===== config.mk =====
export PLATFORM = sky130hd
export DESIGN_NAME = pixel_fetch
export DESIGN_NICKNAME = d
export VERILOG_FILES = /design/src/design/vt_pkg.sv /design/src/design/pixel_fetch.sv
export SDC_FILE = /design/constraint.sdc
export NUM_CORES = 1
export LEC_CHECK = 0
export BUFFER_PORTS_ARGS = -buffer_cell sky130_fd_sc_hd__buf_2
export CAP_MARGIN = 10
export CORE_MARGIN = 3
export CORE_UTILIZATION = 25
export DETAILED_ROUTE_END_ITERATION = 8
export HOLD_SLACK_MARGIN = 0.15
export SYNTH_ARGS = -nofsm -noshare
export SYNTH_HDL_FRONTEND = slang
export SYNTH_SLANG_ARGS = --single-unit

===== constraint.sdc =====
create_clock -name i_pclk -period 2.4 [get_ports i_pclk]
set_input_delay 0 -clock i_pclk [delete_from_list [all_inputs] [get_ports i_pclk]]
set_output_delay 0 -clock i_pclk [all_outputs]
set_load 0.02 [all_outputs]

===== src/design/vt_pkg.sv =====
`default_nettype none

package vt_pkg;

   //////////////////////////////////////////////////
   // Scan geometry

   // Pixel and line counters, and every timing field
   localparam int COORD_W = 11;

   //////////////////////////////////////////////////
   // Line buffer

   // DMA word and buffer word
   localparam int WORD_W = 32;
   // Words in one half of the buffer
   localparam int LB_DEPTH = 256;
   // Bank bit sits above the word index
   localparam int LB_ADDR_W = 9;

   //////////////////////////////////////////////////
   // Palette and output

   localparam int PAL_ENTRIES = 16;
   // Three 4-bit channels, red lowest
   localparam int PAL_W = 12;
   localparam int PAL_IDX_W = 4;
   localparam int CHAN_W = 8;

   //////////////////////////////////////////////////
   // Control and pipeline

   // Shortest time the scan is held while a new timing is taken
   localparam int RESYNC_HOLD = 3;
   localparam int HOLD_W = $clog2(RESYNC_HOLD);
   // Buffer read, index extract, palette register, output register
   localparam int OUT_LATENCY = 4;

   // Pixel depth, pixels per word is 32 >> value
   typedef enum logic [1:0] {
      BPP1 = 2'd0,
      BPP2 = 2'd1,
      BPP4 = 2'd2,
      BPP8 = 2'd3
   } bpp_t;

   // Low nibble indexes the palette
   // Upper bits only matter for 8bpp colour composition
   typedef logic [7:0] pix_index_t;

endpackage

`default_nettype wire

===== src/design/pixel_fetch.sv =====
`timescale 1ns/1ps
`default_nettype none

module pixel_fetch
   import vt_pkg::*;
(
   input  wire                  i_pclk,
   input  bpp_t                 i_bpp,
   input  wire  [COORD_W-1:0]   i_disp_x,
   input  wire  [COORD_W-1:0]   i_disp_y,
   input  wire  [WORD_W-1:0]    i_rd_data,
   output logic [LB_ADDR_W-1:0] o_rd_addr,
   output pix_index_t           o_index
);

   //////////////////////////////////////////////////
   // Stage 0, buffer address

   // log2 of pixels per word, 5 at 1bpp down to 2 at 8bpp
   logic [2:0]         ppw_shift;
   logic [COORD_W-1:0] x_word;

   assign ppw_shift = 3'd5 - {1'b0, i_bpp};
   assign x_word    = i_disp_x >> ppw_shift;

   // Even lines read bank 0, odd lines bank 1
   assign o_rd_addr = {i_disp_y[0], x_word[LB_ADDR_W-2:0]};

   //////////////////////////////////////////////////
   // Stage 1, pixel position within the word

   // Enough x bits for the 32 pixels of a 1bpp word
   logic [4:0] x_sel;

   // Travels with the buffer read
   always_ff @(posedge i_pclk) begin
      x_sel <= i_disp_x[4:0];
   end

   //////////////////////////////////////////////////
   // Stage 1 to 2, index extract

   pix_index_t pix;

   // Pixel 0 sits in the lowest bits of the word
   always_comb begin
      case (i_bpp)
         BPP1: begin
            pix = {7'd0, i_rd_data[x_sel]};
         end
         BPP2: begin
            pix = {6'd0, i_rd_data[{x_sel[3:0], 1'b0} +: 2]};
         end
         BPP4: begin
            pix = {4'd0, i_rd_data[{x_sel[2:0], 2'b00} +: 4]};
         end
         default: begin
            // Full byte, the upper bits feed colour composition
            pix = i_rd_data[{x_sel[1:0], 3'b000} +: 8];
         end
      endcase
   end

   always_ff @(posedge i_pclk) begin
      o_index <= pix;
   end

endmodule

`default_nettype wire


* Word level (Yosys, flattened, before mapping)
Index checks and enable logic that the tools add are counted.
** Storage, ports and cells
- Logic and storage cells :: 14
- Input port bits :: 57
- Output and inout port bits :: 17
- Register bits :: 13
** Operators by class
- Add/subtract/negate cells :: 1
- Multiplexer cells :: 3
- Equality and inequality tests :: 2
- Reductions and logical operators :: 1
- Order comparisons :: 1
- Shift operators :: 4
** Operators with widths (count)
- $shiftx A32 B6 Y2 :: 1
- $shiftx A32 B6 Y4 :: 1
- $shiftx A32 B6 Y8 :: 1
- $pmux W8 S3 :: 1
- $shr A11 B3 Y8 :: 1
- $lt A5 B6 Y1 const B :: 1
- $bmux W1 S5 :: 1
- $sub A3 B2 Y3 const A :: 1
- $eq A2 B1 Y1 const B :: 1
- $eq A2 B2 Y1 const B :: 1
- $logic_not A2 Y1 :: 1
- $mux W1 :: 1

* Longest topological paths before layout
- Depth in word-level cells :: 3
- Gate-level depth with buffers :: 9
- Depth with buffers taken out :: 5

* Worst setup path before layout
Ideal clock, no wire load.
- Path type :: reg2reg
- From :: register x_sel[1]
- To :: register o_index[1]
- Library setup time :: 0.132 ns
- Path buffers :: 3
- Slack :: 0.269 ns
- Stages on the path, launching flop included :: 8
- Data required time :: 2.268 ns
- Arrival :: 1.999 ns
- Period minus slack after synthesis :: 2.131 ns
- Path through :: dfxtp_1 > buf_6 > buf_6 > buf_2 > mux4_2 > mux4_2 > o21ai_0 > o31ai_1
** Between the ends
- Longest elaborated chain between the ends :: 2
- Elaborated cells between the ends (all ways) :: 4
- Classes of those cells :: shift (3); mux (1)
** RTL lines
- start: declaration :: line pixel_fetch.sv:33 : logic [4:0] x_sel;
- start signal: assignment :: line pixel_fetch.sv:37 : x_sel <= i_disp_x[4:0];
- $shiftx A32 B6 Y8, or another cell as far along :: line pixel_fetch.sv:59 : pix = i_rd_data[{x_sel[1:0], 3'b000} +: 8];
- $pmux W8 S3 (*) :: line pixel_fetch.sv:47 : case (i_bpp)
- named net pix[1] :: line pixel_fetch.sv:43 : pix_index_t pix;
- end signal: assignment :: line pixel_fetch.sv:65 : o_index <= pix;
- end: declaration :: line pixel_fetch.sv:13 : output pix_index_t o_index
Mark *: on every way through the listed nets, which the timed path passes. The rest lies on a longest branch.

* Worst setup path after layout
- From :: register x_sel[1]
- To :: register o_index[0]
** Between the ends
- Longest elaborated chain between the ends :: 3
- Elaborated cells between the ends (all ways) :: 6
- Classes of those cells :: shift (3); mux (3)
** RTL lines
- $bmux W1 S5 :: line pixel_fetch.sv:49 : pix = {7'd0, i_rd_data[x_sel]};
- $mux W1 (implied by the code) :: line pixel_fetch.sv:49
- $pmux W8 S3 (*) :: line pixel_fetch.sv:47
- named net pix[0] :: line pixel_fetch.sv:43
Mark *: on every way through the listed nets, which the timed path passes. The rest lies on a longest branch. The select of a mux whose other input is x is not followed.

==> metrics.md <==
| Metric | Value |
|---|---|
| Vias per inst | `5.278` |
| GRT Total Usage | `12.06%` |
| Startpoint Class | `flip-flop` |
| Max Root-Sink Buffers | `2` |
| Leakage power | `0.8888 nW` |
| CORE AREA | `5743 um2` |
| Drt first pass iters | `4` |
| Critical path class | `flip-flop to flip-flop` |
| Post-route ant nets | `0` |
| Number of inserted diodes | `0` |
| Run status | `finished clean` |
| GRT overflow | `0` |
| Met2 usage | `18.65%` |
| Reg area | `262.8 um2` |
| CP arrival | `2300 ps` |
| Share of cells above drive strength 1 | `56.28%` |
| # rows | `27` |
| Slew headroom | `77.84%` |
| CTS root buf | `clkbuf_8` |
| Clock latency at the later pin of the worst-skew pair | `240 ps` |
| Hold Path Class | `input pin to flip-flop` |
| I/O Pins | `74` |
| Most used DFF post-synth | `dfxtp_1` |
| Die Y | `84.43 um` |
| Critical Path Most Common Cell | `mux4_2` |
| Multi-input gate area in the final layout | `1177 um2` |
| EDFF count, synth | `0` |
| Final hold violations | `0` |
| Area Overhead vs Synth | `31.41%` |
| IO buf count | `61` |
| Post-Syn Area | `1538 um2` |
| Syn avg cell area | `12.81 um2` |
| Critical path required time | `2510 ps` |
| Met3 Usage GRT | `0.7851%` |
| Final total power | `0.0007675 W` |
| CTS sink count | `13` |
| Worst clock skew | `3.172 ps` |
| Initial core utilization | `26.78%` |
| Max VDD drop | `0.0001333 V` |
| DP Wirelength | `3487 um` |
| Worst-path cell with the longest stage delay | `mux4_2` |
| M1 GR Usage | `18.17%` |
| DR iter-0 viols | `56` |
| Cells along the critical path | `buf_4 -> mux4_2 -> mux4_2 -> and3b_1 -> or4_1` |
| Fmax | `0.4557 GHz` |
| Vias in the first global route | `1,320` |
| Final-report setup violation count | `0` |
| Clock transition at path regs | `50 ps` |
| GPL Wtd Cong | `0.8138` |
| P per Cell Area | `379.8 nW/um2` |
| Crit share post-route | `91.44%` |
| Period minus WS final | `2195 ps` |
| Dpl cells | `245` |
| Synth Instances | `120` |
| Critical path endpoint category | `flip-flop` |
| Yosys reg bits | `13` |
| Final WL | `4269 um` |
| Hold slack final | `212.3 ps` |
| Setup tns final | `0 ps` |
| Yosys warnings | `0` |
| Mapped Nets | `177` |
| Max Cap Viol | `0` |
| Max FO, Critical Path | `10` |
| Filler Cell Count | `593` |
| Post-synth cell types | `29` |
| Fin cells | `255` |
| Most frequent cells in the layout | `buf_2, mux4_2, mux2i_1` |
| Sequential fraction of the synthesis area | `16.92%` |
| Final #Nets | `241` |
| WL/cell | `16.74 um` |
| First-pass GRT wire length | `6996 um` |
| H-tree levels | `1` |
| Initial antenna violation count | `0` |
| RSZ-0062 raised after global routing | `no` |
| Worst Path Buf+Inv | `1` |
| Drt drc | `0` |
| Num CTS Buffers | `3` |
| Worst-Margin Slew | `324.1 ps` |
| Routed vias | `1,346` |
| Global routing's busiest layer | `met2` |
| Die W | `84.43 um` |
| Commonest non-fill, non-tap cell in the layout | `buf_2` |
| Max incr delay on CP | `480 ps` |
| TritonCTS clock tree | `yes` |
| CP top delay family | `multiplexers` |
| Pin count of the biggest net entering global routing | `19` |
| Final max-slew violation count | `0` |
| Die ar. | `7128 um2` |
| Fraction of registers with async set/reset | `0%` |
## worst reg2reg max path, delay by kind of cell, from the launching register on
kind          cells  cell delay [ps]
mux               2              800
simple gates      2              570
buf+inv           1              260
flops             1              440
## where the power goes
group | internal (W) | leakage, nW | switching [W] | total [W]
Combinational | 0.000180 | 0.758 | 0.000153 | 0.000334
Clock | 0.000117 | 0.0228 | 0.0000712 | 0.000188
Sequential | 0.000232 | 0.109 | 0.0000132 | 0.000246
## cells by family (layout without fill, tap and decap cells)
group	Yosys count	count (layout)	synth area share, %
mux	53	53	63.30
simple gates	23	23	8.137
buf+inv	18	81	6.509
compound gates	13	13	5.126
flops	13	13	16.92
## timing repair
action	in CTS	in global routing
hold endpoints to repair	6	0
endpoints found under the setup margin	0	2
hold buffers	6	0
resized for setup	0	2
setup buffers	0	0
## per-layer routing
metal	vias up	routed length, um
met2	63	1951
met5	-	0
met4	0	27
li1	627	-
met3	2	281
met1	654	2008
## state kept, by name (all words and copies together) (netlist names)
register	flops
x_sel	5
o_index	8
## Yosys cell counts (3+ instances only)
cell type  count  share of area, %
nor2_1         9               2.2
clkbuf_1       5               1.2
mux4_2        26                38
buf_2          5               1.6
mux4_1         7                12
dfxtp_1       13                17
mux2i_1       17                11
o21ai_0        5               1.6
mux2_2         3               2.2
buf_6          3               2.2
a21oi_1        3              0.98
and3_1         4               1.6
## through the flow
step	worst slack, ps	utilization (%)	instance area, um2
after floorplan	269.2	-	1538
after global placement	87.49	33.31	1913
after detailed placement	80.77	33.31	1913
after CTS	62.61	35.14	2018
after global routing	115.9	35.19	2021
final	205.4	35.19	2021
## layout make-up
cell class,instances,area share (%)
Multi-Input combinational cell,89,58.27
Timing Repair Buffer,75,21.67
Sequential cell,13,13.00
Tap cell,72,4.458
Clock buffer,4,2.229
Inverter,2,0.3715
## path summary, 6_finish.rpt
path / endpoint / depth (start not counted) / startpoint / slack, ps
max: o_index[0] / 5 / x_sel[1] / 210
min: o_index[5] / 2 / i_bpp[0] / 210
max reg2reg: o_index[0] / 5 / x_sel[1] / 210
min reg2reg: o_index[0] / 2 / x_sel[4] / 620
(Power assumes the default switching activity.)
