[src/design/vt_pkg.sv]
`default_nettype none

package vt_pkg;

   //////////////////////////////////////////////////
   // Scan geometry

   // Pixel and line counters, and every timing field
   localparam int COORD_W = 11;

   //////////////////////////////////////////////////
   // Line buffer

   // DMA word and buffer word
   localparam int WORD_W = 32;
   // Words in one half of the buffer
   localparam int LB_DEPTH = 256;
   // Bank bit sits above the word index
   localparam int LB_ADDR_W = 9;

   //////////////////////////////////////////////////
   // Palette and output

   localparam int PAL_ENTRIES = 16;
   // Three 4-bit channels, red lowest
   localparam int PAL_W = 12;
   localparam int PAL_IDX_W = 4;
   localparam int CHAN_W = 8;

   //////////////////////////////////////////////////
   // Control and pipeline

   // Shortest time the scan is held while a new timing is taken
   localparam int RESYNC_HOLD = 3;
   localparam int HOLD_W = $clog2(RESYNC_HOLD);
   // Buffer read, index extract, palette register, output register
   localparam int OUT_LATENCY = 4;

   // Pixel depth, pixels per word is 32 >> value
   typedef enum logic [1:0] {
      BPP1 = 2'd0,
      BPP2 = 2'd1,
      BPP4 = 2'd2,
      BPP8 = 2'd3
   } bpp_t;

   // Low nibble indexes the palette
   // Upper bits only matter for 8bpp colour composition
   typedef logic [7:0] pix_index_t;

endpackage

`default_nettype wire
[src/design/frame_sync.sv]
`timescale 1ns/1ps
`default_nettype none

module frame_sync
   import vt_pkg::*;
(
   input  wire  i_pclk,
   input  wire  i_reset,
   input  wire  i_sync_req,
   input  wire  i_flyback,
   output logic o_sync_ack,
   output logic o_vid_enable,
   output logic o_frame_start
);

   //////////////////////////////////////////////////
   // Input synchronisers

   logic [1:0] req_sync;
   // Two sync stages plus the previous value for edge detect
   logic [2:0] fb_sync;
   logic       req_pending;
   logic       fb_fall;

   always_ff @(posedge i_pclk) begin
      if (i_reset) begin
         req_sync <= '0;
         fb_sync  <= '0;
      end else begin
         req_sync <= {req_sync[0], i_sync_req};
         fb_sync  <= {fb_sync[1:0], i_flyback};
      end
   end

   // Toggle protocol, request differs from ack while one is open
   assign req_pending = req_sync[1] != o_sync_ack;
   // Flyback just ended
   assign fb_fall = fb_sync[2] & ~fb_sync[1];
   assign o_frame_start = fb_fall;

   //////////////////////////////////////////////////
   // Resync control

   logic              resync;
   logic [HOLD_W-1:0] hold_ctr;

   always_ff @(posedge i_pclk) begin
      if (i_reset) begin
         resync       <= 1'b0;
         hold_ctr     <= '0;
         o_vid_enable <= 1'b1;
         o_sync_ack   <= 1'b0;
      end else if (!resync) begin
         // New timing requested, stop the scan
         if (req_pending) begin
            resync       <= 1'b1;
            o_vid_enable <= 1'b0;
            hold_ctr     <= HOLD_W'(RESYNC_HOLD - 1);
         end
      end else if (hold_ctr != '0) begin
         // Let the timing generator pick up the new marks
         // A flyback edge seen here is skipped, the next frame is used
         hold_ctr <= hold_ctr - HOLD_W'(1);
      end else if (fb_fall) begin
         // Release the scan in step with the flyback and close the request
         resync       <= 1'b0;
         o_vid_enable <= 1'b1;
         o_sync_ack   <= ~o_sync_ack;
      end
   end

   // Ack only moves when the scan is released
   a_ack_on_release: assert property (@(posedge i_pclk) disable iff (i_reset)
      $changed(o_sync_ack) |-> $rose(o_vid_enable));

   // Held for the full reload time
   a_hold_min: assert property (@(posedge i_pclk) disable iff (i_reset)
      $fell(o_vid_enable) |-> (!o_vid_enable) [*RESYNC_HOLD]);

endmodule

`default_nettype wire

[config.mk]
export PLATFORM = sky130hd
export DESIGN_NAME = frame_sync
export DESIGN_NICKNAME = d
export VERILOG_FILES = /design/src/design/vt_pkg.sv /design/src/design/frame_sync.sv
export SDC_FILE = /design/constraint.sdc
export NUM_CORES = 1
export LEC_CHECK = 0
export BUFFER_PORTS_ARGS = -buffer_cell sky130_fd_sc_hd__buf_2
export CAP_MARGIN = 25
export CORE_AREA = 8 8 45 47
export DETAILED_ROUTE_END_ITERATION = 8
export DIE_AREA = 0 0 53 55
export GPL_TIMING_DRIVEN = 0
export REMOVE_ABC_BUFFERS = 1
export SETUP_SLACK_MARGIN = 0.4
export SYNTH_ARGS = -nofsm -noshare
export SYNTH_HDL_FRONTEND = slang
export SYNTH_SLANG_ARGS = --single-unit
[constraint.sdc]
create_clock -name i_pclk -period 1.3 [get_ports i_pclk]
set_clock_uncertainty 0.05 [all_clocks]
set_input_delay 0.26 -clock i_pclk [delete_from_list [all_inputs] [get_ports i_pclk]]
set_output_delay 0.26 -clock i_pclk [all_outputs]
set_load 0.1 [all_outputs]
Word-level counts from Yosys, hierarchy flattened
Index checks and enable logic that the tools add are counted.

Output and inout bits: 3. Bits of input ports: 4. Bits in registers: 10. Logic and storage cells: 31.

Eq/ne operators: 4. Bitwise gates (word level): 4. Reductions and logical operators: 5. Add/subtract/negate cells: 1. Muxes and demuxes: 11.

Operators with widths (number): two-way mux 1 bit (8); two-way mux 2 bit (3); AND reduction 3 bit (2); != test 2 bit, second input constant (2); nonzero test 2 bit (2); NOT 1 bit (3); != test 2 x 1 -> 1 bit, second input constant (1); AND reduction 2 bit (1); subtractor 2 x 1 -> 2 bit, second input constant (1); AND 1 bit (1); != test 1 bit (1).

Logic depth before layout (Yosys ltp)
Word-level depth: 5. Mapped depth: 5. Mapped depth without buffers: 5.

Least setup slack after synthesis
No wires, ideal clock.

Path type: register to output. Start: register fb_sync[2]. End: output o_frame_start. Required time: 0.990 ns. Buffers on the path: 0. Cell stages (with the launch flop): 2. Path slack: -0.662 ns. Data arrival time: 1.652 ns. Path through: dfxtp_1 nor2b_1.

Cells in the longest elaborated chain, start to end: 1.

Ends and longest elaborated chain: start: declaration (RTL line frame_sync.sv:21) `logic [2:0] fb_sync;`; start signal: assignment (RTL line frame_sync.sv:31) `fb_sync <= {fb_sync[1:0], i_flyback};`; AND 1 bit (RTL line frame_sync.sv:38) `assign fb_fall = fb_sync[2] & ~fb_sync[1];`; end: declaration (RTL line frame_sync.sv:13) `output logic o_frame_start`.

Every way passes these cells.

Final worst setup path
Start: register hold_ctr[1]. End: register hold_ctr[1].

Cells in the longest elaborated chain, start to end: 3. Elaborated cells between the ends (all ways): 6. Those cells by class: 1 x add/sub; 1 x eq/ne; 2 x mux; 2 x reduce/logical.

Ends and longest elaborated chain: start: declaration (RTL line frame_sync.sv:45) `logic [HOLD_W-1:0] hold_ctr;`; start signal: assignment (RTL line frame_sync.sv:58) `hold_ctr <= HOLD_W'(RESYNC_HOLD - 1);`; start signal: assignment (RTL line frame_sync.sv:63) `hold_ctr <= hold_ctr - HOLD_W'(1);`; subtractor 2 x 1 -> 2 bit / nonzero test 2 bit (equally long branches) (RTL line frame_sync.sv:63, frame_sync.sv:60); two-way mux 2 bit / != test 2 x 1 -> 1 bit (equally long branches); two-way mux 2 bit / AND reduction 2 bit (equally long branches).

Several ways; a longest one is shown, not always the timed one. The select of a mux whose other input is x is not followed. A chain may end at the register's enable or synchronous reset.

==> summary.md <==
| Metric | Value |
|---|---|
| Number of antenna-violating nets in the routed design | 0 |
| CP required | ~1.4 ns |
| Reg-to-reg startpoint | hold_ctr[1] |
| First-pass GRT wire length | 1.26 mm |
| CP Launch Point | hold_ctr[1] |
| Max VDD drop | ~640 µV |
| Final nets | 57 |
| Vias | between 200 and 300 |
| IO Count | 7 |
| Final std cells w/o fill | 65 |
| Share of cells above drive strength 1 | 0.673 |
| Final min period | ~1.3 ns |
| Max-slew headroom | 0.855 |
| Worst-path fanout max | 3 |
| GRT Overall Usage | 0.0635 |
| Worst EP arrival | about 1.4 ns |
| Post-route cell area | ~620 µm² |
| Pwr Density | approximately 1100 nW/µm² |
| DR DRC count | 0 |
| P&R area growth vs syn | 60.4% |
| Hold path startpoint | i_sync_req |
| Hold slack | between 0.15 and 0.2 ns |
| Root cell of the clock tree | clkbuf_4 |
| Total gr overflow | 0 |
| Setup ws final | between 0.03 and 0.04 ns |
| Max-slew violations | 0 |
| IO buf count | 6 |
| Cts hold-fix bufs | 0 |
| Drt via density | about 4.4 |
| Post-synth cell types | 18 |
| #FFs+latches synth | 10 |
| Fin Setup TNS | 0 ns |
| Initial antenna violation count | 0 |
| Syn Inst Count | 36 |
| Fin. Hold Viols | 0 |
| Die W | roughly 53 µm |
| Status | complete, no violations |
| Core Util, Final | 0.447 |
| Simple-Gate Fraction of Synth Area | 0.237 |
| Pre-CTS WS | -0.0492 ns |
| Die area | 2920 µm² |
| # setup viols final | 0 |
| Post-synthesis mux area share | 0 |
| Crit end category | register |
| Xor/xnor share of the synthesized area | 0.0682 |
| Placed insts | 57 |
| Max clock buf depth | 2 |
| Initial DRC Count | 0 |
| Worst Setup Path Type | reg2reg |
| Syn Std Cell Area | 385 µm² |
| Starting Density | 0.278 |
| Die height | ~55 µm |
| Worst-path clk slew | ~0.05 ns |
| Largest net degree at the start of global routing | 11 |
| Core Region | approximately 1400 µm² |
| Ant diodes | 0 |
| Post-synthesis sequential area ratio | 0.519 |
| Worst hold path class | in2reg |
| WL per Instance | around 12 µm |
| Startpoint type of the worst setup path | register |
| Htree depth | 1 |
| First drt pass iteration count | 1 |
| Total power | 656 µW |
| Average instance area after synthesis | about 11 µm² |
| Cell area after placement | between 400 and 500 µm² |
| Tcrit/Tclk final | 0.970 |
| Clock sink total | 10 |
| GPL Wtd Cong | roughly 0.68 |
| Detailed Route WL | between 700 and 800 µm |
| Static leakage | approximately 0.24 nW |
| Clk_lat worst skew | approximately 0.26 ns |
| Vias in the first global route | about 310 |
| Post-Synth Adder-Cell Area | 0.0649 |
| Synth Warn # | 0 |
| Max-cap violations | 0 |
| Pin slew with the least headroom to its limit | 0.218 ns |
| Row cnt | 14 |
| Hpwl dp | between 400 and 500 µm |
| TritonCTS Buffers | 3 |
| RSZ-0062 raised after global routing | true |
| Compound-cell area share of the yosys netlist | 0.0779 |
| Fmax | between 700 and 800 MHz |
| CTS tree | built |
| Main combinational cell family by area after synthesis | simple AND/OR/NAND/NOR gates |
[kinds of logic after synthesis]
kind of cell	count (synthesis)
and+or+nand+nor	14
xor gates and xnor gates	3
DFF	10
AOI/OAI and AO/OA	4
adders and majority gates	2
buffers and inverters	3
[state kept, by name (all words and copies together), names as in the netlist]
signal / count
resync: 1
o_vid_enable: 1
fb_sync: 3
hold_ctr: 2
req_sync: 2
o_sync_ack: 1
[final cells by class]
cell class | count | area (µm²)
clock buffer | 3 | 22.5
fill | 137 | 766
inverter | 2 | 7.51
multi-input combinational | 23 | 243
sequential | 10 | 213
tap | 16 | 20.0
timing repair buffer | 11 | 113
[repair_timing]
| item | CTS | global route |
|---|---|---|
| pin swaps | 7 | 4 |
| setup buffers | 4 | 1 |
| endpoints found under the setup margin | 8 | 8 |
| gates resized for setup | 26 | 8 |
[power breakdown]
group | switching (mW) | total (mW) | internal (mW)
combinational | 0.0606 | 0.124 | 0.0630
sequential | 0.0107 | 0.331 | 0.320
clock | 0.0955 | 0.202 | 0.106
[metal layers]
metal,GRT usage,wire length [µm],vias to the layer above
met5,0,0,-
met4,0.0517,27,0
met3,0.0348,44,3
met2,0.105,417,8
met1,0.0565,303,133
li1,-,-,145
[cell usage in the layout (no fill, tap or decap), drive strengths merged, types with 2 or more instances in the layout]
cell,instances
clkbuf,3
xnor2,3
nor2b,6
a21oi,2
buf,11
ha,2
dfxtp,10
inv,2
[cell usage after synthesis, drive strengths merged]
master | n | area (µm²)
dfxtp | 10 | 200
and2b | 1 | 7.51
inv | 2 | 7.51
nand2b | 1 | 6.26
and4b | 1 | 11.3
o22ai | 1 | 6.26
nor3 | 1 | 5.00
xnor2 | 3 | 26.3
nor2 | 1 | 3.75
ha | 2 | 25.0
nand2 | 1 | 3.75
a311o | 1 | 10.0
a21oi | 2 | 13.8
clkbuf | 1 | 5.00
nor2b | 6 | 37.5
nand3b | 1 | 7.51
and3b | 1 | 8.76
[worst max-delay path: stages (launching register included)]
cell     delay [ns]
dfxtp_2        0.31
inv_2          0.08
ha_4           0.20
and3b_1        0.16
a311o_1        0.29
a21oi_2        0.10
[path summary, 6_finish.rpt]
path	to	slack (ns)	cells past startpoint
worst min register to register	req_sync[1]	0.39	1
worst min-delay path	req_sync[0]	0.16	2
worst max-delay path	hold_ctr[1]	0.04	5
worst max register to register	hold_ctr[1]	0.04	5
Note: power is estimated with default switching activity, not from simulation.
