**src/design/vt_pkg.sv**
```systemverilog
`default_nettype none

package vt_pkg;

   //////////////////////////////////////////////////
   // Scan geometry

   // Pixel and line counters, and every timing field
   localparam int COORD_W = 11;

   //////////////////////////////////////////////////
   // Line buffer

   // DMA word and buffer word
   localparam int WORD_W = 32;
   // Words in one half of the buffer
   localparam int LB_DEPTH = 256;
   // Bank bit sits above the word index
   localparam int LB_ADDR_W = 9;

   //////////////////////////////////////////////////
   // Palette and output

   localparam int PAL_ENTRIES = 16;
   // Three 4-bit channels, red lowest
   localparam int PAL_W = 12;
   localparam int PAL_IDX_W = 4;
   localparam int CHAN_W = 8;

   //////////////////////////////////////////////////
   // Control and pipeline

   // Shortest time the scan is held while a new timing is taken
   localparam int RESYNC_HOLD = 3;
   localparam int HOLD_W = $clog2(RESYNC_HOLD);
   // Buffer read, index extract, palette register, output register
   localparam int OUT_LATENCY = 4;

   // Pixel depth, pixels per word is 32 >> value
   typedef enum logic [1:0] {
      BPP1 = 2'd0,
      BPP2 = 2'd1,
      BPP4 = 2'd2,
      BPP8 = 2'd3
   } bpp_t;

   // Low nibble indexes the palette
   // Upper bits only matter for 8bpp colour composition
   typedef logic [7:0] pix_index_t;

endpackage

`default_nettype wire
```
**src/design/video_out.sv**
```systemverilog
`timescale 1ns/1ps
`default_nettype none

module video_out
   import vt_pkg::*;
(
   input  wire                         i_pclk,
   input  wire                         i_reset,
   input  bpp_t                        i_bpp,
   input  pix_index_t                  i_index,
   input  wire  [PAL_ENTRIES*PAL_W-1:0] i_palette,
   input  wire                         i_hsync,
   input  wire                         i_vsync,
   input  wire                         i_de,
   output logic [CHAN_W-1:0]           o_r,
   output logic [CHAN_W-1:0]           o_g,
   output logic [CHAN_W-1:0]           o_b,
   output logic                        o_hsync,
   output logic                        o_vsync,
   output logic                        o_de,
   output logic                        o_blank
);

   // 4 bits to 8 by repeating the low bit
   function automatic logic [CHAN_W-1:0] expand(input logic [3:0] c);
      expand = {c, {4{c[0]}}};
   endfunction

   //////////////////////////////////////////////////
   // Stage 2 to 3, palette lookup

   logic [PAL_W-1:0] pal_q;
   pix_index_t       index_q;
   logic [PAL_W-1:0] colour;

   always_ff @(posedge i_pclk) begin
      pal_q   <= i_palette[i_index[PAL_IDX_W-1:0] * PAL_W +: PAL_W];
      // Whole byte kept for 8bpp composition
      index_q <= i_index;
   end

   // 8bpp takes the top bit of each channel from the pixel itself
   // Blue from bit 7, green from bits 6:5, red from bit 4
   always_comb begin
      if (i_bpp == BPP8) begin
         colour = {index_q[7], pal_q[10:8],
                   index_q[6:5], pal_q[5:4],
                   index_q[4], pal_q[2:0]};
      end else begin
         colour = pal_q;
      end
   end

   //////////////////////////////////////////////////
   // Stage 3 to 4, output registers

   always_ff @(posedge i_pclk) begin
      o_r <= expand(colour[3:0]);
      o_g <= expand(colour[7:4]);
      o_b <= expand(colour[11:8]);
   end

   //////////////////////////////////////////////////
   // Sync delay

   // hsync, vsync, de per stage
   logic [2:0] sync_pipe [OUT_LATENCY];

   always_ff @(posedge i_pclk) begin
      if (i_reset) begin
         for (int i = 0; i < OUT_LATENCY; i++) begin
            sync_pipe[i] <= '0;
         end
      end else begin
         sync_pipe[0] <= {i_hsync, i_vsync, i_de};
         for (int i = 1; i < OUT_LATENCY; i++) begin
            sync_pipe[i] <= sync_pipe[i-1];
         end
      end
   end

   // Last stage lines up with the colour registers
   assign o_hsync = sync_pipe[OUT_LATENCY-1][2];
   assign o_vsync = sync_pipe[OUT_LATENCY-1][1];
   assign o_de    = sync_pipe[OUT_LATENCY-1][0];
   assign o_blank = ~o_de;

endmodule

`default_nettype wire

```
**config.mk**
```make
export PLATFORM = sky130hd
export DESIGN_NAME = video_out
export DESIGN_NICKNAME = d
export VERILOG_FILES = /design/src/design/vt_pkg.sv /design/src/design/video_out.sv
export SDC_FILE = /design/constraint.sdc
export NUM_CORES = 1
export LEC_CHECK = 0
export ABC_CLOCK_PERIOD_IN_PS = 1310
export BUFFER_PORTS_ARGS = -buffer_cell sky130_fd_sc_hd__buf_2
export CAP_MARGIN = 20
export CORE_MARGIN = 10
export CORE_UTILIZATION = 34
export DETAILED_ROUTE_END_ITERATION = 8
export GPL_ROUTABILITY_DRIVEN = 0
export MAX_ROUTING_LAYER = met4
export PLACE_DENSITY_LB_ADDON = 0.15
export REMOVE_ABC_BUFFERS = 1
export SLEW_MARGIN = 10
export SYNTH_ARGS = -nofsm -noshare
export SYNTH_HDL_FRONTEND = slang
export SYNTH_SLANG_ARGS = --single-unit
export TNS_END_PERCENT = 10
```
**constraint.sdc**
```tcl
create_clock -name i_pclk -period 1.31 [get_ports i_pclk]
set_clock_uncertainty 0.2 [all_clocks]
set_input_delay 0.0655 -clock i_pclk [delete_from_list [all_inputs] [get_ports i_pclk]]
set_output_delay 0.0655 -clock i_pclk [all_outputs]
set_load 0.02 [all_outputs]
```
== Word level (Yosys, flattened, before mapping) ==
Memories as Yosys holds them, arrays and structs flattened.
Index checks and enable logic that the tools add are counted.
W data, S select, Z words.

* Multiply operators: 1
* Equal/unequal tests: 1
* Shifts and indexed selects: 1
* Muxes and demuxes: 8
* Bitwise operators: 5

{| class="wikitable"
|+ Operators by type and width
! kind !! count
|-
| $shiftx A192 B9 Y12 || 1
|-
| $mux W12 || 1
|-
| $mux W3 || 4
|-
| $mul A4 B2 Y6 const B || 1
|-
| $or A1 B1 Y1 || 4
|-
| $mux W1 || 3
|-
| $eq A2 B2 Y1 const B || 1
|-
| $not A1 Y1 || 1
|}

* Flip-flop bits (word level): 44
* Bits in writable memories: 12
* Bits of input ports: 207
* Logic and storage cells: 22
* Memories: 1

{| class="wikitable"
|+ Memory list
! memory !! words !! bits a word !! rd ports !! clocked after memory_dff !! wr ports !! RTL line !! source
|-
| sync_pipe || 4 || 3 || 4 || 0 || 4 || video_out.sv:67 || <nowiki>logic [2:0] sync_pipe [OUT_LATENCY];</nowiki>
|}

== Depth between registers and ports, before layout ==
Gate-level depths: netlist of run 1.

* Depth after elaboration: 3
* Mapped depth: 5
* Gate-level depth less buffers: 3

== Least setup slack after synthesis of run 1 ==
OpenSTA, ideal clock, no wires.

* Kind: input-to-reg
* From: input i_index[0]
* To: register pal_q[10]
* Data arrival time: 1.096 ns
* Required time: 0.990 ns
* Path slack: -0.106 ns
* Stages on the path: 4
* Cell sequence: buf_2 -> mux4_2 -> a22oi_1 -> nand2_1

* Longest elaborated chain between the ends: 2

{| class="wikitable"
|+ RTL lines
! element !! RTL line !! source
|-
| start: declaration || video_out.sv:10 || <nowiki>input pix_index_t i_index,</nowiki>
|-
| $mul A4 B2 Y6 || video_out.sv:37 || <nowiki>pal_q <= i_palette[i_index[PAL_IDX_W-1:0] * PAL_W +: PAL_W];</nowiki>
|-
| $shiftx A192 B9 Y12 || video_out.sv:37 ||
|-
| end signal: assignment || video_out.sv:37 ||
|-
| end: declaration || video_out.sv:32 || <nowiki>logic [PAL_W-1:0] pal_q;</nowiki>
|}

No other way between the ends.

== Final worst setup path of run 1 ==
* From: input i_index[0]
* To: register pal_q[0]

Same word-level chain as after synthesis.

==> impl_metrics.tcl, run 1 <==
set metrics [dict create \
    outcome "complete, no violations" \
    rows 31 \
    setup-tns-final_ns 0 \
    clk_latency_ns 0.28 \
    synth_area_leaders "dfxtp_1, mux4_2, mux4_1, a22oi_1, buf_4" \
    grt_max_degree 33 \
    cts-buffers-inserted 5 \
    routed_wirelength_um 10400 \
    yosys_warnings 0 \
    synth_top_area_share 0.320 \
    synthDistinctLibCells 15 \
    pin_count 235 \
    cellPowerDensity_nw_per_um2 878 \
    start_kind "input port" \
    setup_slack_ns 0.0521 \
    initialDrtViolationCount 57 \
    clock_path_buffers 2 \
    regToRegSetupSlack_ns 0.42 \
    worstPathArrival_ns 1.24 \
    layout-drive-gt1-share 0.723 \
    cp-end-kind "register" \
    antenna_left 0 \
    cp_max_fo 19 \
    syn_area_um2 2510 \
    min_to "pal_q[6]$_DFF_P_" \
    vias 2505 \
    antenna_found_initial 0 \
    clk_pin_slew_ns 0.07 \
    path_class "input port to register" \
    whs_path_depth 4 \
    htreeDepth 2 \
    drt_pass1_iterations 6 \
    maxSlewViolCount 0 \
    start_util 0.347 \
    diodes 0 \
    nets 610 \
    worst_pin_slew_ns 0.619 \
    hp-class "input port to register" \
    globalRouteTotalUtil 0.181 \
    ys_seq_area_frac 0.320 \
    setup_viol 0 \
    min_period_ns 1.26 \
    hold_violations 0 \
    gr-total-overflow 0 \
    core-area_um2 7210 \
    crit_required_ns 1.29 \
    utilization 0.544 \
    grt_pass1_vias 3037 \
    cts_tree "yes" \
    wl_per_cell_um 20.6 \
    post-route-period-util 0.960 \
    syn_avg_cell_area_um2 14.5 \
    maxCapViolCount 0 \
    area_growth_syn_to_layout_pct 56.6 \
    hp-start "i_palette[90]" \
    stdcell_area_um2 3920 \
    dieHeight_um 106 \
    die_w_um 106 \
    dp_cells 486 \
    cts.sinks 40 \
    r2r_end "o_g[6]$_DFF_P_" \
    leakagePower_nw 1.93 \
    max_freq_mhz 795 \
    rr_worst_depth 1 \
    rsz0062_at_grt "yes" \
    grt_pass1_wl_um 15700 \
    placement.io_buffers 234 \
    placed_area_um2 3700 \
    cts-root-buf "clkbuf_8" \
    die-area_um2 11200 \
    r2r-start "pal_q[6]$_DFF_P_" \
    pre_cts_ws_ns -0.386 \
    final_cell_count_no_fill 503 \
    slew_headroom 0.585 \
    drcViolationCount 0 \
    synthCells 173 \
    viasPerCell 4.98 \
    yosysTopAreaCell "dfxtp_1" \
    ir_drop_v 0.000413 \
    dp_hpwl_um 9040 \
    synth_seq_cells 40 \
]
## synthesized netlist by cell type
cell / instances
buf_2: 5
buf_12: 2
a22oi_1: 24
nand2_1: 13
dfxtp_1: 40
nor2b_1: 14
inv_1: 1
mux4_1: 15
mux4_2: 33
buf_4: 12
nor2_1: 1
buf_6: 1
clkbuf_1: 7
mux2_2: 4
and2_1: 1
## power breakdown
group	leakage (nW)	switching (mW)	total, mW	internal, mW
registers	0.334	0.0389	1.38	1.34
logic	1.54	0.467	1.09	0.623
clock network	0.0541	0.414	0.977	0.563
total	1.93	0.920	3.45	2.53
## worst max-delay path: stages
cell and delay [ns]:
buf_6 0.13, buf_12 0.20, mux4_1 0.57, a22oi_1 0.19, nand2_1 0.07
## stage by stage
stage / power (mW) / hold WS (ns)
floorplan: 1.90 / -0.107
global placement: 2.46 / -0.0302
detailed placement: 2.48 / -0.0306
CTS: 3.50 / -0.00794
global route: 3.63 / 0.00195
finish: 3.45 / 0.00120
## cells in the final DEF, fill, tap and decap left out, drive strengths merged
| cell | n |
|---|---|
| mux4 | 48 |
| and2 | 1 |
| a22oi | 24 |
| dfxtp | 40 |
| inv | 1 |
| buf | 242 |
| mux2 | 4 |
| dlygate4sd3 | 8 |
| nor2 | 1 |
| clkbuf | 5 |
| bufinv | 1 |
| nor2b | 14 |
| clkinv | 1 |
| nand2 | 13 |
| clkinvlp | 1 |
## area by class of cell
class	instances	area, µm²
Clock inverter	3	42.5
Fill cell	686	3290
Clock buffer	5	68.8
Inverter	1	3.75
Tap cell	99	124
Sequential cell	40	801
Multi-Input combinational cell	105	1510
Timing Repair Buffer	250	1380
## routing by layer
metal / global-route usage / share of wire
met5: - / 0
met4: 0.0464 / 0.017
met3: 0.0463 / 0.073
met2: 0.331 / 0.55
met1: 0.189 / 0.36
## worst max path at each step
stage                         startpoint                end  slack [ns]  cells after the start
after floorplan           o_b[4]$_DFF_P_             o_b[0]        0.14                      0
after global placement        i_index[0]   pal_q[3]$_DFF_P_       -0.37                      5
after detailed placement      i_index[0]   pal_q[3]$_DFF_P_       -0.39                      5
after CTS                     i_index[0]  pal_q[11]$_DFF_P_       0.006                      5
after global routing          i_index[0]   pal_q[1]$_DFF_P_       -0.02                      5
final                         i_index[0]   pal_q[0]$_DFF_P_        0.05                      5
## registers in the layout, summed over array words and instances (netlist names)
name       cells
o_g            4
o_b            4
sync_pipe     12
o_r            4
pal_q         12
index_q        4
## cells by family after synthesis
kind of cell	share of synthesized area
AOI/OAI and AO/OA	0.0719
buffers and inverters	0.0784
DFF	0.320
muxes	0.472
and+or+nand+nor	0.0584
## what timing repair did
action	4_1_cts	5_1_grt
gates resized for setup	1	7
endpoints found under the hold margin	18	0
cloned	1	0
buffers inserted	0	0
hold buffers	8	0
endpoints found under the setup margin	8	12
Power figures use the tool's default switching activity.
==> run 2: changes to the inputs <==
--- a/config.mk
+++ b/config.mk
@@ -5,11 +5,11 @@
 export SDC_FILE = /design/constraint.sdc
 export NUM_CORES = 1
 export LEC_CHECK = 0
-export ABC_CLOCK_PERIOD_IN_PS = 1310
+export ABC_CLOCK_PERIOD_IN_PS = 1480
 export BUFFER_PORTS_ARGS = -buffer_cell sky130_fd_sc_hd__buf_2
 export CAP_MARGIN = 20
 export CORE_MARGIN = 10
-export CORE_UTILIZATION = 34
+export CORE_UTILIZATION = 40
 export DETAILED_ROUTE_END_ITERATION = 8
 export GPL_ROUTABILITY_DRIVEN = 0
 export MAX_ROUTING_LAYER = met4
==> constraint.sdc (replaced) <==
create_clock -name i_pclk -period 1.48 [get_ports i_pclk]
set_clock_uncertainty 0.2 [all_clocks]
set_input_delay 0.074 -clock i_pclk [delete_from_list [all_inputs] [get_ports i_pclk]]
set_output_delay 0.074 -clock i_pclk [all_outputs]
set_load 0.02 [all_outputs]
==> run 2 against run 1 <==
  * Power fell by 12%
  * First-iteration DRC count did not move
  * Via count barely moved
  * Sequential share of layout area rose by 0.052 points
  * Register-to-register slack improved by 0.19 ns
  * Die area fell by 12%
  * Global-route usage rose by 1.7 points
  * Final cell count fell by 4.4%
  * Worst setup slack improved by 0.0030 ns
==> impl_metrics.tcl, run 2 (synthesized netlist as in run 1, its figures left out) <==
set metrics [dict create \
    min_period_ns 1.42 \
    dieHeight_um 99.2 \
    vias 2506 \
    nets 612 \
    start_util 0.418 \
    placed_area_um2 3670 \
    hp-start "i_palette[53]" \
    grt_pass1_wl_um 15100 \
    p_comb_frac 0.316 \
    pre_cts_ws_ns -0.154 \
    regToRegSetupSlack_ns 0.61 \
    hp-class "input port to register" \
    gr-total-overflow 0 \
    viasPerCell 5.21 \
    cellPowerDensity_nw_per_um2 779 \
    met1_usage 0.198 \
    final_cell_count_no_fill 481 \
    grt_util_met3 0.0616 \
    start_kind "input port" \
    htreeDepth 2 \
    path_class "input port to register" \
    slew_headroom 0.246 \
    die-area_um2 9830 \
    min_to "pal_q[5]$_DFF_P_" \
    rr_worst_depth 1 \
    leakagePower_nw 1.94 \
    cts.sinks 40 \
    clock_path_buffers 2 \
    rsz0062_at_grt "yes" \
    diodes 0 \
    r2r-start "pal_q[11]$_DFF_P_" \
    outcome "complete, no violations" \
    routed_wirelength_um 9920 \
    clk_latency_ns 0.28 \
    drcViolationCount 0 \
    antenna_found_initial 0 \
    ir_drop_v 0.000479 \
    maxCapViolCount 0 \
    grt_pass1_vias 2934 \
    p_switching_mw 0.812 \
    cp_max_fo 1 \
    clk_pin_slew_ns 0.07 \
    register_area_um2 801 \
    cts-root-buf "clkbuf_8" \
    grt-busiest-layer "met2" \
    pin_count 235 \
    maxSlewViolCount 0 \
    drt_pass1_iterations 4 \
    cts_setup_buffers 0 \
    crit_required_ns 1.45 \
    antenna_left 0 \
    clkPwrFrac 0.284 \
    die_w_um 99.2 \
    initialDrtViolationCount 57 \
    cp-end-kind "register" \
    layout-drive-gt1-share 0.702 \
    internal_power_mw 2.24 \
    grtUsageMet2 0.363 \
    dp_cells 460 \
    hold_violations 0 \
    placement.io_buffers 234 \
    wl_per_cell_um 20.6 \
    worstPathArrival_ns 1.40 \
    area_growth_syn_to_layout_pct 56.2 \
    setup_slack_ns 0.0551 \
    stdcell_area_um2 3910 \
    reg.largest.list "pal_q x12, sync_pipe x12" \
    seq_power_share 0.400 \
    post-route-period-util 0.963 \
    setup_viol 0 \
    globalRouteTotalUtil 0.198 \
    nFillCells 501 \
    p_sw_frac 0.266 \
    max_freq_mhz 702 \
    multiInputGateArea_um2 1520 \
    rows 28 \
    utilization 0.653 \
    setup-tns-final_ns 0 \
    r2r_end "o_b[7]$_DFF_P_" \
    final_common_cell "buf_2" \
    cts_tree "yes" \
    core-area_um2 5990 \
    whs_path_depth 4 \
    worst_pin_slew_ns 1.13 \
    cts-buffers-inserted 5 \
    layout_common_cells "buf_2, dfxtp_1, mux4_2, a22oi_1, mux4_1" \
    grt_max_degree 29 \
    dp_hpwl_um 8650 \
]
## run 2: worst max-delay path, cell delays in order
cell and delay (ns):
dlygate4sd3_1 0.53, buf_2 0.12, nor2b_1 0.12, dlygate4sd3_1 0.55
## run 2: layout make-up
type,count,share of cell area
clock buffers,6,0.0185
clock inverters,2,0.00895
inverters,1,0.000959
multi-input cells,105,0.388
flip-flops and latches,40,0.205
well taps,75,0.0240
repair buffers,252,0.355
## run 2: stage by stage
step / power, mW / hold WS [ns]
after detailed placement: 2.19 / -0.0215
after global routing: 3.20 / 0.0213
after global placement: 2.17 / -0.0213
after CTS: 3.08 / 0.000270
final: 3.05 / 0.0153
after floorplan: 1.69 / -0.0983
## run 2: power by group through the flow
stage / clock network (mW) / logic (mW) / registers, mW
2_1_floorplan: 0 / 0.321 / 1.36
3_3_place_gp: 0 / 0.923 / 1.24
3_5_place_dp: 0 / 0.940 / 1.25
4_1_cts: 0.890 / 0.969 / 1.22
5_1_grt: 0.926 / 1.03 / 1.23
6_report: 0.865 / 0.963 / 1.22
## run 2: per-layer routing
layer	up-vias	wire length (µm)
li1	1167	-
met1	1209	3510
met2	120	5440
met3	10	849
met4	0	127
met5	-	0
## run 2: what timing repair did
item / 4_1_cts / 5_1_grt
hold endpoints to repair: 18 / 0
endpoints found under the setup margin: 0 / 2
gates resized for setup: 0 / 2
hold buffers: 13 / 0
## run 2: how the worst max path moves through the flow
stage	startpoint	end	slack, ns	cells past startpoint
finish	i_vsync	sync_pipe[0][1]$_SDFF_PP0_	0.06	4
global route	i_palette[57]	pal_q[9]$_DFF_P_	0.007	5
CTS	i_palette[89]	pal_q[5]$_DFF_P_	0.07	5
detailed placement	i_index[0]	pal_q[4]$_DFF_P_	-0.15	5
global placement	i_index[0]	pal_q[1]$_DFF_P_	-0.12	5
floorplan	o_b[4]$_DFF_P_	o_b[0]	0.30	0
==> run 3: changes to the inputs <==
--- a/config.mk
+++ b/config.mk
@@ -6,7 +6,7 @@
 export NUM_CORES = 1
 export LEC_CHECK = 0
 export ABC_CLOCK_PERIOD_IN_PS = 1480
-export BUFFER_PORTS_ARGS = -buffer_cell sky130_fd_sc_hd__buf_2
+export BUFFER_PORTS_ARGS = -buffer_cell sky130_fd_sc_hd__buf_4
 export CAP_MARGIN = 20
 export CORE_MARGIN = 10
 export CORE_UTILIZATION = 40
@@ -15,6 +15,7 @@
 export MAX_ROUTING_LAYER = met4
 export PLACE_DENSITY_LB_ADDON = 0.15
 export REMOVE_ABC_BUFFERS = 1
+export SKIP_CTS_REPAIR_TIMING = 1
 export SLEW_MARGIN = 10
 export SYNTH_ARGS = -nofsm -noshare
 export SYNTH_HDL_FRONTEND = slang
==> run 3 against run 2 <==
  * Largest cell class is now buffers
  * Critical path type unchanged
  * Via count grew 0.72%
  * Clock-buffer cell count is the same
  * Wire length grew 6.7%
  * Die area is the same
  * Non-clock buffer count shrank 3
  * Critical path depth is the same
  * Sequential power is essentially flat
  * Worst setup slack lost 0.012 ns
==> impl_metrics.tcl, run 3 (synthesized netlist as in run 1, its figures left out) <==
set metrics [dict create \
    outcome "complete, no violations" \
    worstPathArrival_ns 1.41 \
    cp_cell_sequence "dlygate4sd3_1, buf_4, nor2b_1, dlygate4sd3_1" \
    layout_common_cells "buf_4, dfxtp_1, mux4_2, a22oi_1, mux4_1" \
    ir_drop_v 0.000547 \
    core-area_um2 5990 \
    drcViolationCount 0 \
    rsz0062_at_grt "no" \
    rr_worst_depth 1 \
    crit_required_ns 1.45 \
    worst_path_most_repeated_cell "dlygate4sd3_1" \
    die_w_um 99.2 \
    layout-drive-gt1-share 0.702 \
    die-area_um2 9830 \
    critPathSlowestCell "dlygate4sd3_1" \
    setup_slack_ns 0.0426 \
    grt_pass1_wl_um 15400 \
    start_kind "input port" \
    cts-buffers-inserted 5 \
    maxCapViolCount 0 \
    gr-total-overflow 0 \
    dp_hpwl_um 9250 \
    start_util 0.418 \
    routed_wirelength_um 10600 \
    r2r_end "o_r[7]$_DFF_P_" \
    cts-root-buf "clkbuf_8" \
    crit_cells 4 \
    grt_pass1_vias 2984 \
    min_period_ns 1.44 \
    initialDrtViolationCount 62 \
    multiInputGateArea_um2 1510 \
    grt_max_degree 33 \
    hp-class "input port to register" \
    htreeDepth 2 \
    antenna_found_initial 0 \
    cts.sinks 40 \
    rows 28 \
    max_freq_mhz 696 \
    nets 609 \
    regToRegSetupSlack_ns 0.61 \
    hold_violations 0 \
    maxSlewViolCount 0 \
    clock_path_buffers 2 \
    register_area_um2 801 \
    path_class "input port to register" \
    clk_pin_slew_ns 0.07 \
    viasPerCell 5.28 \
    r2r-start "pal_q[3]$_DFF_P_" \
    setup_viol 0 \
    globalRouteTotalUtil 0.208 \
    slew_headroom 0.351 \
    cellPowerDensity_nw_per_um2 727 \
    crit_start "i_hsync" \
    cp-end-kind "register" \
    diodes 0 \
    pre_cts_ws_ns -0.108 \
    cpLargestDelayFamily "buffers and inverters" \
    clk_latency_ns 0.29 \
    dieHeight_um 99.2 \
    final.hold.worst_slack_ns 0.0102 \
    drt_pass1_iterations 6 \
    placement.io_buffers 234 \
    path_buf_inv 3 \
    worst_pin_slew_ns 0.972 \
    pin_count 235 \
    nFillCells 439 \
    cp_max_fo 1 \
    antenna_left 0 \
    vias 2524 \
    post-route-period-util 0.971 \
    cts_tree "yes" \
    wl_per_cell_um 22.1 \
    final_common_cell "buf_4" \
    area_growth_syn_to_layout_pct 77.9 \
    reg.largest.list "pal_q x12, sync_pipe x12" \
    crit_path_end "sync_pipe[0][2]$_SDFF_PP0_" \
    slowest_delay_ns 0.55 \
    leakagePower_nw 2.12 \
]
[run 3: cell types whose count changed in the layout (fill, tap and decap cells not counted)]
cell,previous run,this run
buf_2,234,0
a22oi_1,22,24
buf_4,1,235
dlygate4sd3_1,13,10
a22oi_2,2,0
[run 3: cell type report]
| cell class | count | share of cell area |
|---|---|---|
| Clock buffer | 6 | 0.0163 |
| Clock inverter | 2 | 0.00786 |
| Inverter | 1 | 0.000842 |
| Multi-Input combinational cell | 105 | 0.338 |
| Sequential cell | 40 | 0.180 |
| Tap cell | 75 | 0.0210 |
| Timing Repair Buffer | 249 | 0.436 |
[run 3: worst min-delay path by stage]
| stage | from | to | slack (ns) | depth (start not counted) |
|---|---|---|---|---|
| after global placement | i_index[5] | index_q[5]$_DFF_P_ | -0.02 | 1 |
| after detailed placement | i_index[7] | index_q[7]$_DFF_P_ | -0.02 | 1 |
| after global routing | i_palette[182] | pal_q[2]$_DFF_P_ | 0.02 | 4 |
| after CTS | i_index[6] | index_q[6]$_DFF_P_ | -0.32 | 1 |
| after floorplan | i_index[4] | index_q[4]$_DFF_P_ | -0.1 | 0 |
| final | i_palette[57] | pal_q[9]$_DFF_P_ | 0.01 | 4 |
[run 3: worst min-delay path: stages]
cell     delay, ns
buf_4         0.07
mux4_1        0.20
a22oi_1       0.06
nand2_1       0.06
[run 3: metrics by stage]
| stage | std cells | power [mW] | area, µm² | TNS, ns | util |
|---|---|---|---|---|---|
| 3_3_place_gp | 460 | 2.37 | 4250 | -0.627 | 0.710 |
| 3_5_place_dp | 460 | 2.40 | 4250 | -0.806 | 0.710 |
| 2_1_floorplan | 146 | 1.69 | 2310 | 0 | - |
| 5_1_grt | 478 | 3.39 | 4460 | 0 | 0.744 |
| 6_report | 478 | 3.24 | 4460 | 0 | 0.744 |
| 4_1_cts | 468 | 3.25 | 4360 | 0 | 0.728 |
[run 3: power by group]
part           switching (mW)  internal, mW  total (mW)  leakage [nW]
Sequential             0.0399          1.19        1.23         0.334
Clock                   0.353         0.500       0.853        0.0552
Combinational           0.418         0.745        1.16          1.73
[run 3: routing by layer]
layer | wire length (µm) | part of all wire | global-route usage | vias to the layer above
met2 | 5870 | 0.55 | 0.382 | 153
met1 | 3660 | 0.35 | 0.204 | 1184
met3 | 745 | 0.070 | 0.0581 | 26
met5 | 0 | 0 | - | -
met4 | 313 | 0.030 | 0.0728 | 0
li1 | - | - | - | 1161
